$ cat config.mk
export PLATFORM = sky130hd
export DESIGN_NAME = dfe_reg_top
export DESIGN_NICKNAME = d
export VERILOG_FILES = /design/src/rtl/dfe_reg_pkg.sv /design/src/rtl/dfe_access_fsm.sv /design/src/rtl/dfe_field_map.sv /design/src/rtl/dfe_rdata_collect.sv /design/src/rtl/dfe_reg_top.sv
export VERILOG_INCLUDE_DIRS = /design/src /design/src/rtl
export SDC_FILE = /design/constraint.sdc
export NUM_CORES = 1
export LEC_CHECK = 0
export BUFFER_PORTS_ARGS = -buffer_cell sky130_fd_sc_hd__buf_4
export CAP_MARGIN = 0
export CORE_MARGIN = 2
export CORE_UTILIZATION = 30
export DETAILED_ROUTE_END_ITERATION = 8
export GPL_TIMING_DRIVEN = 1
export SLEW_MARGIN = 30
export SYNTH_ARGS = -nofsm -noshare
export SYNTH_HDL_FRONTEND = slang
export SYNTH_SLANG_ARGS = --single-unit
$ cat constraint.sdc
create_clock -name clk -period 2 [get_ports clk]
set_input_delay 0.2 -clock clk [delete_from_list [all_inputs] [get_ports clk]]
set_output_delay 0.2 -clock clk [all_outputs]
set_load 0.005 [all_outputs]
$ cat src/rtl/dfe_reg_defs.svh
// widths are fixed by the PMA, so none of these are meant to be overridden
// field positions cover only control, tap 1, tap 2 and step

`ifndef DFE_REG_DEFS_SVH
`define DFE_REG_DEFS_SVH

// widths
`define DFE_UIF_ADDR_W 6
`define DFE_PHY_ADDR_W 12
`define DFE_DATA_W     16
`define DFE_STEP_W     3
`define DFE_OP_W       3

// logical offsets seen by the user
`define DFE_OFF_CTRL   6'd0
`define DFE_OFF_TAP1   6'd1
`define DFE_OFF_TAP2   6'd2
`define DFE_OFF_STEP   6'd7
`define DFE_OFF_DFE12  6'd12
`define DFE_OFF_DFE13  6'd13

// physical PMA register addresses
`define DFE_PHY_DFE11  12'h00b
`define DFE_PHY_DFE12  12'h00c
`define DFE_PHY_DFE13  12'h00d

// user modes and basic block opcodes
`define DFE_MODE_RD    3'd0
`define DFE_MODE_WR    3'd1
`define DFE_OP_RD      3'd0
`define DFE_OP_WR      3'd1

// ------------------------------
// user word bit positions
`define DFE_U_ADAPT    0   // control
`define DFE_U_PDB      1
`define DFE_U_T1_HI    3   // tap 1
`define DFE_U_T1_LO    0
`define DFE_U_T2_HI    2   // tap 2 coefficient
`define DFE_U_T2_LO    0
`define DFE_U_T2INV    3
`define DFE_U_PIEN     0   // step
`define DFE_U_S0D      1
`define DFE_U_S90D     2
`define DFE_U_STEP_HI  6
`define DFE_U_STEP_LO  3

// ------------------------------
// physical register bit positions
`define DFE_P_T1_HI    3   // dfe11
`define DFE_P_T1_LO    0
`define DFE_P_T2_HI    6
`define DFE_P_T2_LO    4
`define DFE_P_ADAPT    15
`define DFE_P_PDB      7   // dfe12
`define DFE_P_BYPASS   0   // dfe13
`define DFE_P_PIEN     1
`define DFE_P_S0D      2
`define DFE_P_S90D     3
`define DFE_P_STEP_HI  8
`define DFE_P_STEP_LO  5
`define DFE_P_T2INV    9

`endif

$ cat src/rtl/dfe_reg_pkg.sv
// shared types for the DFE register access unit
// widths come from dfe_reg_defs.svh

`default_nettype none

`include "dfe_reg_defs.svh"

package dfe_reg_pkg;

    typedef logic [`DFE_UIF_ADDR_W-1:0] uif_addr_t;   // logical offset
    typedef logic [`DFE_PHY_ADDR_W-1:0] phy_addr_t;   // pma register address
    typedef logic [`DFE_DATA_W-1:0]     reg_data_t;
    typedef logic [`DFE_STEP_W-1:0]     step_t;       // one-hot, bit 0 is last cycle
    typedef logic [`DFE_OP_W-1:0]       op_t;         // opcode or user mode

    // access sequencer states
    typedef enum logic [1:0] {
        st_idle,
        st_rmw_rd,     // read half of a read-modify-write
        st_rmw_wr,     // write half
        st_rd          // plain read for a user read
    } access_state_t;

endpackage

`default_nettype wire

$ cat src/rtl/dfe_access_fsm.sv
// one access at a time, the basic block may hold off ctrl_done for as long as it likes
// ctrl_chan_err is only looked at together with ctrl_done and aborts the access

`default_nettype none

`include "dfe_reg_defs.svh"

module dfe_access_fsm (
    input  wire                      clk,
    input  wire                      reset,
    input  wire                      uif_go,
    input  wire dfe_reg_pkg::op_t    uif_mode,
    input  wire                      addr_legal,
    input  wire dfe_reg_pkg::step_t  first_step,
    input  wire                      ctrl_done,
    input  wire                      ctrl_chan_err,
    output logic                     uif_busy,
    output logic                     uif_addr_err,
    output logic                     ctrl_go,
    output logic                     ctrl_lock,
    output dfe_reg_pkg::op_t         ctrl_opcode,
    output dfe_reg_pkg::step_t       step,
    output logic                     rd_clear,
    output logic                     rd_capture
);

    dfe_reg_pkg::access_state_t state;

    logic is_wr;
    logic accept;       // go seen in idle with a legal address
    logic abort;
    logic step_done;    // done that ends one physical pair or read
    logic last;
    logic go_ff1;       // first cycle after accept
    logic go_ff2;       // follow-on cycles

    assign is_wr     = (uif_mode == `DFE_MODE_WR);
    assign accept    = (state == dfe_reg_pkg::st_idle) && uif_go && addr_legal;
    assign abort     = ctrl_done && ctrl_chan_err;
    assign last      = step[0];
    assign step_done = ctrl_done && !ctrl_chan_err &&
                       ((state == dfe_reg_pkg::st_rmw_wr) || (state == dfe_reg_pkg::st_rd));

    assign rd_clear   = accept && !is_wr;
    assign rd_capture = (state == dfe_reg_pkg::st_rd) && ctrl_done && !ctrl_chan_err;

    // ------------------------------
    // state machine
    always_ff @(posedge clk) begin
        if (reset || abort) begin
            state <= dfe_reg_pkg::st_idle;
        end else begin
            case (state)
                dfe_reg_pkg::st_idle: begin
                    if (accept && is_wr) begin
                        state <= dfe_reg_pkg::st_rmw_rd;
                    end else if (accept) begin
                        state <= dfe_reg_pkg::st_rd;
                    end
                end
                dfe_reg_pkg::st_rmw_rd: begin
                    if (ctrl_done) state <= dfe_reg_pkg::st_rmw_wr;
                end
                dfe_reg_pkg::st_rmw_wr: begin
                    if (ctrl_done && last) begin
                        state <= dfe_reg_pkg::st_idle;
                    end else if (ctrl_done) begin
                        state <= dfe_reg_pkg::st_rmw_rd;   // next pair
                    end
                end
                dfe_reg_pkg::st_rd: begin
                    if (ctrl_done && last) state <= dfe_reg_pkg::st_idle;
                end
                default: state <= dfe_reg_pkg::st_idle;
            endcase
        end
    end

    // one-hot step, shifted after each pair or read
    always_ff @(posedge clk) begin
        if (reset) begin
            step <= '0;
        end else if (accept) begin
            step <= first_step;
        end else if (step_done) begin
            step <= step >> 1;
        end
    end

    // ------------------------------
    // user and basic block outputs
    always_ff @(posedge clk) begin
        if (reset) begin
            uif_busy     <= 1'b0;
            uif_addr_err <= 1'b0;
            go_ff1       <= 1'b0;
            go_ff2       <= 1'b0;
            ctrl_go      <= 1'b0;
            ctrl_lock    <= 1'b0;
            ctrl_opcode  <= `DFE_OP_RD;
        end else begin
            if (accept) begin
                uif_busy <= 1'b1;
            end else if (abort || (step_done && last)) begin
                uif_busy <= 1'b0;
            end

            if ((state == dfe_reg_pkg::st_idle) && uif_go) begin
                uif_addr_err <= !addr_legal;
            end

            go_ff1 <= accept;
            go_ff2 <= ctrl_done && !ctrl_chan_err &&
                      ((state == dfe_reg_pkg::st_rmw_rd) || !last);  // not after final done
            ctrl_go <= go_ff1 || go_ff2;   // address and data settle first

            ctrl_lock <= (state == dfe_reg_pkg::st_rmw_rd) ||
                         (((state == dfe_reg_pkg::st_rmw_wr) ||
                           (state == dfe_reg_pkg::st_rd)) && !last);

            ctrl_opcode <= (state == dfe_reg_pkg::st_rmw_wr) ? `DFE_OP_WR : `DFE_OP_RD;
        end
    end

    // step must stay a single bit for the whole access
    a_step_onehot: assert property (@(posedge clk) disable iff (reset)
        uif_busy |-> $onehot(step));

    a_no_go_idle: assert property (@(posedge clk) disable iff (reset)
        ctrl_go |-> (state != dfe_reg_pkg::st_idle));

endmodule

`default_nettype wire

$ cat src/rtl/dfe_field_map.sv
// ctrl_wdata is re-registered every cycle from ctrl_rdata, so the basic block
// must hold ctrl_rdata after the read done until the write ctrl_go

`default_nettype none

`include "dfe_reg_defs.svh"

module dfe_field_map (
    input  wire                         clk,
    input  wire dfe_reg_pkg::uif_addr_t uif_addr,
    input  wire dfe_reg_pkg::op_t       uif_mode,
    input  wire dfe_reg_pkg::reg_data_t uif_wdata,
    input  wire dfe_reg_pkg::step_t     step,
    input  wire dfe_reg_pkg::reg_data_t ctrl_rdata,
    output logic                        addr_legal,
    output dfe_reg_pkg::step_t          first_step,
    output dfe_reg_pkg::phy_addr_t      ctrl_addr,
    output dfe_reg_pkg::reg_data_t      ctrl_wdata,
    output dfe_reg_pkg::reg_data_t      rd_field
);

    logic                   is_wr;
    logic                   off_legal;
    logic                   mode_ok;
    dfe_reg_pkg::phy_addr_t addr_nxt;
    dfe_reg_pkg::reg_data_t wdata_nxt;

    assign is_wr      = (uif_mode == `DFE_MODE_WR);
    assign mode_ok    = (uif_mode == `DFE_MODE_RD) || is_wr;
    assign addr_legal = off_legal && mode_ok;

    // ------------------------------
    // offset decode, number of physical cycles
    always_comb begin
        off_legal  = 1'b1;
        first_step = '0;
        case (uif_addr)
            `DFE_OFF_CTRL:  first_step = is_wr ? 3'b100 : 3'b010;  // bypass leg on writes
            `DFE_OFF_TAP2:  first_step = 3'b010;
            `DFE_OFF_TAP1,
            `DFE_OFF_STEP,
            `DFE_OFF_DFE12,
            `DFE_OFF_DFE13: first_step = 3'b001;
            default:        off_legal  = 1'b0;
        endcase
    end

    // ------------------------------
    // physical address, write merge and read extract per step
    always_comb begin
        addr_nxt  = `DFE_PHY_DFE11;
        wdata_nxt = ctrl_rdata;       // untouched bits pass back unchanged
        rd_field  = '0;
        if (step[2]) begin
            addr_nxt                 = `DFE_PHY_DFE13;
            wdata_nxt[`DFE_P_BYPASS] = ~uif_wdata[`DFE_U_ADAPT];
        end else if (step[1]) begin
            case (uif_addr)          // dfe11 leg
                `DFE_OFF_CTRL: begin
                    wdata_nxt[`DFE_P_ADAPT] = uif_wdata[`DFE_U_ADAPT];
                    rd_field[`DFE_U_ADAPT]  = ctrl_rdata[`DFE_P_ADAPT];
                end
                `DFE_OFF_TAP2: begin
                    wdata_nxt[`DFE_P_T2_HI:`DFE_P_T2_LO] = uif_wdata[`DFE_U_T2_HI:`DFE_U_T2_LO];
                    rd_field[`DFE_U_T2_HI:`DFE_U_T2_LO]  = ctrl_rdata[`DFE_P_T2_HI:`DFE_P_T2_LO];
                end
                default: ;
            endcase
        end else begin
            case (uif_addr)          // last leg
                `DFE_OFF_CTRL: begin
                    addr_nxt              = `DFE_PHY_DFE12;
                    wdata_nxt[`DFE_P_PDB] = uif_wdata[`DFE_U_PDB];
                    rd_field[`DFE_U_PDB]  = ctrl_rdata[`DFE_P_PDB];
                end
                `DFE_OFF_TAP1: begin
                    wdata_nxt[`DFE_P_T1_HI:`DFE_P_T1_LO] = uif_wdata[`DFE_U_T1_HI:`DFE_U_T1_LO];
                    rd_field[`DFE_U_T1_HI:`DFE_U_T1_LO]  = ctrl_rdata[`DFE_P_T1_HI:`DFE_P_T1_LO];
                end
                `DFE_OFF_TAP2: begin
                    addr_nxt                = `DFE_PHY_DFE13;   // polarity
                    wdata_nxt[`DFE_P_T2INV] = uif_wdata[`DFE_U_T2INV];
                    rd_field[`DFE_U_T2INV]  = ctrl_rdata[`DFE_P_T2INV];
                end
                `DFE_OFF_STEP: begin
                    addr_nxt               = `DFE_PHY_DFE13;
                    wdata_nxt[`DFE_P_PIEN] = uif_wdata[`DFE_U_PIEN];
                    wdata_nxt[`DFE_P_S0D]  = uif_wdata[`DFE_U_S0D];
                    wdata_nxt[`DFE_P_S90D] = uif_wdata[`DFE_U_S90D];
                    wdata_nxt[`DFE_P_STEP_HI:`DFE_P_STEP_LO] =
                        uif_wdata[`DFE_U_STEP_HI:`DFE_U_STEP_LO];
                    rd_field[`DFE_U_PIEN]  = ctrl_rdata[`DFE_P_PIEN];
                    rd_field[`DFE_U_S0D]   = ctrl_rdata[`DFE_P_S0D];
                    rd_field[`DFE_U_S90D]  = ctrl_rdata[`DFE_P_S90D];
                    rd_field[`DFE_U_STEP_HI:`DFE_U_STEP_LO] =
                        ctrl_rdata[`DFE_P_STEP_HI:`DFE_P_STEP_LO];
                end
                `DFE_OFF_DFE12: begin
                    addr_nxt  = `DFE_PHY_DFE12;  // raw pass-through
                    wdata_nxt = uif_wdata;
                    rd_field  = ctrl_rdata;
                end
                `DFE_OFF_DFE13: begin
                    addr_nxt  = `DFE_PHY_DFE13;
                    wdata_nxt = uif_wdata;
                    rd_field  = ctrl_rdata;
                end
                default: ;
            endcase
        end
    end

    always_ff @(posedge clk) begin
        ctrl_addr  <= addr_nxt;
        ctrl_wdata <= wdata_nxt;
    end

    // once at most one-hot, the sequencer keeps it that way on every edge
    a_step_onehot0: assert property (@(posedge clk) $onehot0(step) |=> $onehot0(step));

endmodule

`default_nettype wire

$ cat src/rtl/dfe_rdata_collect.sv
// read word is only meaningful once uif_busy has fallen after a read

`default_nettype none

module dfe_rdata_collect (
    input  wire                         clk,
    input  wire                         reset,
    input  wire                         rd_clear,
    input  wire                         rd_capture,
    input  wire dfe_reg_pkg::reg_data_t rd_field,
    output dfe_reg_pkg::reg_data_t      uif_rdata
);

    // fields of separate physical reads never overlap, so OR merges them
    always_ff @(posedge clk) begin
        if (reset) begin
            uif_rdata <= '0;
        end else if (rd_clear) begin
            uif_rdata <= '0;                     // new user read
        end else if (rd_capture) begin
            uif_rdata <= uif_rdata | rd_field;
        end
    end

endmodule

`default_nettype wire

$ cat src/rtl/dfe_reg_top.sv
// uif_addr, uif_mode and uif_wdata must stay stable while uif_busy is high
// ctrl_rdata must hold its value after ctrl_done until the next ctrl_go

`default_nettype none

module dfe_reg_top (
    input  wire                         clk,
    input  wire                         reset,

    // user side
    input  wire                         uif_go,
    input  wire dfe_reg_pkg::op_t       uif_mode,
    input  wire dfe_reg_pkg::uif_addr_t uif_addr,
    input  wire dfe_reg_pkg::reg_data_t uif_wdata,
    output wire dfe_reg_pkg::reg_data_t uif_rdata,
    output wire                         uif_busy,
    output wire                         uif_addr_err,

    // basic block side
    output wire                         ctrl_go,
    output wire dfe_reg_pkg::op_t       ctrl_opcode,
    output wire                         ctrl_lock,
    output wire dfe_reg_pkg::phy_addr_t ctrl_addr,
    output wire dfe_reg_pkg::reg_data_t ctrl_wdata,
    input  wire                         ctrl_done,
    input  wire dfe_reg_pkg::reg_data_t ctrl_rdata,
    input  wire                         ctrl_chan_err
);

    wire                         addr_legal;
    wire dfe_reg_pkg::step_t     first_step;
    wire dfe_reg_pkg::step_t     step;
    wire                         rd_clear;
    wire                         rd_capture;
    wire dfe_reg_pkg::reg_data_t rd_field;

    dfe_access_fsm i_access_fsm (
        .clk           (clk),
        .reset         (reset),
        .uif_go        (uif_go),
        .uif_mode      (uif_mode),
        .addr_legal    (addr_legal),
        .first_step    (first_step),
        .ctrl_done     (ctrl_done),
        .ctrl_chan_err (ctrl_chan_err),
        .uif_busy      (uif_busy),
        .uif_addr_err  (uif_addr_err),
        .ctrl_go       (ctrl_go),
        .ctrl_lock     (ctrl_lock),
        .ctrl_opcode   (ctrl_opcode),
        .step          (step),
        .rd_clear      (rd_clear),
        .rd_capture    (rd_capture)
    );

    dfe_field_map i_field_map (
        .clk        (clk),
        .uif_addr   (uif_addr),
        .uif_mode   (uif_mode),
        .uif_wdata  (uif_wdata),
        .step       (step),
        .ctrl_rdata (ctrl_rdata),
        .addr_legal (addr_legal),
        .first_step (first_step),
        .ctrl_addr  (ctrl_addr),
        .ctrl_wdata (ctrl_wdata),
        .rd_field   (rd_field)
    );

    dfe_rdata_collect i_rdata_collect (
        .clk        (clk),
        .reset      (reset),
        .rd_clear   (rd_clear),
        .rd_capture (rd_capture),
        .rd_field   (rd_field),
        .uif_rdata  (uif_rdata)
    );

endmodule

`default_nettype wire

==> metrics.cfg <==
[drt]
postRouteAntennaNets=0
totalWireLength_um=6740
first_pass_iters=4
vias=2206
drt_iter0_drc=82
drc=0
wl_per_cell_um=15.1
viasPerCell=4.96

[floorplan]
core_area_sq_um=7330
start_util=0.314
dieArea_sq_um=8400
die_w_um=91.7
rows=31
die_h_um=91.7
pin_count=97

[clock_network]
cts.sinks=47
cts_buffer_depth=2
ctsRootBufferMaster=clkbuf_8
clkTransAtPathRegs_ns=0.09
tritoncts=done
cts_buffers=5
ctsHoldBuffers=0
post_cts_resized=0
htreeDepth=2
postCtsSetupBuffers=0
clkLatencyLatePin_ns=0.30

[yosys]
ys_types=59
synth_top_area_cell=dfxtp_1
synth_xor_area_frac=0.00380
synth-main-ff-cell=dfxtp_1
synth_common_cells=dfxtp_1 (47), a21oi_1 (28), nor2_1 (24)
synth_top_family_by_area=compound AO/OA/AOI/OAI gates
ys_top_cells_by_area=dfxtp_1 (41%), a21oi_1 (6.1%), buf_4 (4.6%)
yosysTopAreaCellShare=0.408
ys_ff_latch=47
postSynthAreaPerCell_sq_um=8.93
synth_edf_count=0
synth_mux_area_frac=0.0423
synthArstFlopShare=0
yosys.area_share.adder=0
yosys.area_share.simple=0.198
yosysMostFrequentCell=dfxtp_1
synth_compound_area_frac=0.251
ys_seq_area_frac=0.408
netlist_instances=258
netlist_area_sq_um=2300
yosysWarnings=0

[timing]
fin_crit_sh=0.836
fmax_mhz=598
hold_viol=0
finClkSkew_ns=0.0119
rsz0062_at_grt=no
final.setup.tns_ns=0
period_needed_ns=1.67
tightest_slew_ns=0.507
relSlewSlack=0.662
setup_viol=0
slew_violations=0

[setup_path]
critPathKind=register to register
startpoint=i_access_fsm.state[1]$_SDFFE_PP0P_
slowest_delay_ns=0.40
arrival_ns=1.87
start_kind=register
reg2reg_slack_ns=0.33
cp-endpoint=i_rdata_collect.uif_rdata[6]$_SDFFE_PP0P_
crit_family=compound AO/OA/AOI/OAI gates
worst-path-stages=6
worst-path-buf-inv=1
reg2reg_depth=6
cp_cell_sequence=nor2_1 > and2_1 > o2111ai_2 > o21ai_2 > buf_12 > a21oi_1
critPathMaxFanout=16
reg2reg_to=i_rdata_collect.uif_rdata[6]$_SDFFE_PP0P_
cp_slowest_cell=dfxtp_1
r2r_start=i_access_fsm.state[1]$_SDFFE_PP0P_
required_ns=2.20
endpoint_kind=register

[hold_path]
min_path_type=input port to register
min_from=ctrl_chan_err

[layout]
fill_cells=756
antenna_cells=0
layout-drive-gt1-share=0.367
area_growth_pct=35.3
fin_nets=391
layoutNonFillerInstCount=445

[pwr]
vdd_drop_max_v=0.000252
leakage_uw=0.00132
power_density_nw_per_um2=598
power_uw=1870

[status]
status=completed

[flow_run]
drv_cap=0

[placement]
post-dp-hpwl_um=5170
gp_congestion=0.831
numPortBuffers=85
dp.cells=437

[global_routing]
grt_overflow=0
antenna_found_initial=0
gr-usage-all-layers=0.161
grt_pass1_wl_um=10800
grt_max_degree=17
grt_pass1_vias=2131

-- kinds of logic (layout without fill, tap and decap cells) --
family / Yosys count / count (layout)
compound gates: 84 / 84
xor+xnor: 1 / 1
buf+inv: 34 / 113
flops: 47 / 47
mux: 9 / 9
other cells: 2 / 11
simple gates: 81 / 81
-- area by class of cell --
cell class	count	area, sq um	area share
multi-input cells	186	1180	0.379
flip-flops and latches	47	941	0.302
repair buffers	98	748	0.240
well taps	99	124	0.0397
clock buffers	6	82.6	0.0265
inverters	7	26.3	0.00843
clock inverters	2	13.8	0.00441
-- how the worst min path moves through the flow --
stage | slack, ns | depth (start not counted) | end
6_report | 0.11 | 2 | i_access_fsm.go_ff2$_SDFF_PP0_
5_1_grt | 0.11 | 2 | i_field_map.ctrl_wdata[11]$_DFF_P_
4_1_cts | 0.11 | 2 | i_access_fsm.go_ff2$_SDFF_PP0_
3_5_place_dp | 0.42 | 2 | i_access_fsm.ctrl_go$_SDFF_PP0_
3_3_place_gp | 0.42 | 2 | i_access_fsm.ctrl_go$_SDFF_PP0_
2_1_floorplan | 0.29 | 1 | i_access_fsm.go_ff2$_SDFF_PP0_
-- worst reg2reg max path, stage by stage (launching register included) --
cell	delay [ns]
dfxtp_1	0.40
nor2_1	0.21
and2_1	0.19
o2111ai_2	0.28
o21ai_2	0.27
buf_12	0.17
a21oi_1	0.06
-- where the power goes --
part           total (uW)  internal (uW)  leakage (uW)  switching, uW
sequential            976            965      0.000386           11.5
clock                 619            283     0.0000516            335
combinational         271            142      0.000885            128
-- through the flow --
step | util | hold WS [ns] | area [sq um] | setup slack (ns)
4_1_cts | 0.425 | 0.107 | 3120 | 0.338
3_3_place_gp | 0.412 | 0.420 | 3020 | 0.182
6_report | 0.425 | 0.114 | 3120 | 0.328
2_1_floorplan | - | 0.289 | 2340 | 0.397
5_1_grt | 0.425 | 0.108 | 3120 | 0.137
3_5_place_dp | 0.412 | 0.422 | 3020 | 0.137
-- state kept, by name, summed over array words and instances, names as in the netlist --
register,cells
i_access_fsm.state,2
i_access_fsm.ctrl_go,1
i_access_fsm.ctrl_lock,1
i_access_fsm.step,3
i_access_fsm.ctrl_opcode,1
i_rdata_collect.uif_rdata,16
i_access_fsm.go_ff1,1
i_access_fsm.go_ff2,1
i_access_fsm.uif_addr_err,1
i_field_map.ctrl_addr,3
i_field_map.ctrl_wdata,16
i_access_fsm.uif_busy,1
-- layer usage --
metal / GRT usage / share of wire / routed length (um)
met4: 0.0568 / 0.017 / 115
met1: 0.200 / 0.43 / 2930
met5: 0 / 0 / 0
met3: 0.0378 / 0.061 / 414
met2: 0.271 / 0.49 / 3280
-- cells in the final DEF (no fill, tap or decap), types with 3 or more instances in the layout --
cell,synthesis,final
buf_4,14,97
dfxtp_1,47,47
a21oi_1,28,28
nor2_1,24,24
nand2_1,14,14
o21ai_0,14,14
conb_1,2,11
inv_1,7,7
mux2_2,6,6
a22o_1,6,6
clkbuf_8,2,6
a22oi_1,5,5
nor3_1,4,4
nand3_1,4,4
nand2b_1,4,4
nor2b_1,3,3
and3b_1,3,3
a211oi_1,3,3
o21a_1,3,3
a221oi_1,3,3
mux2i_1,3,3
a311oi_1,3,3
Note: power is estimated with default switching activity, not from simulation.
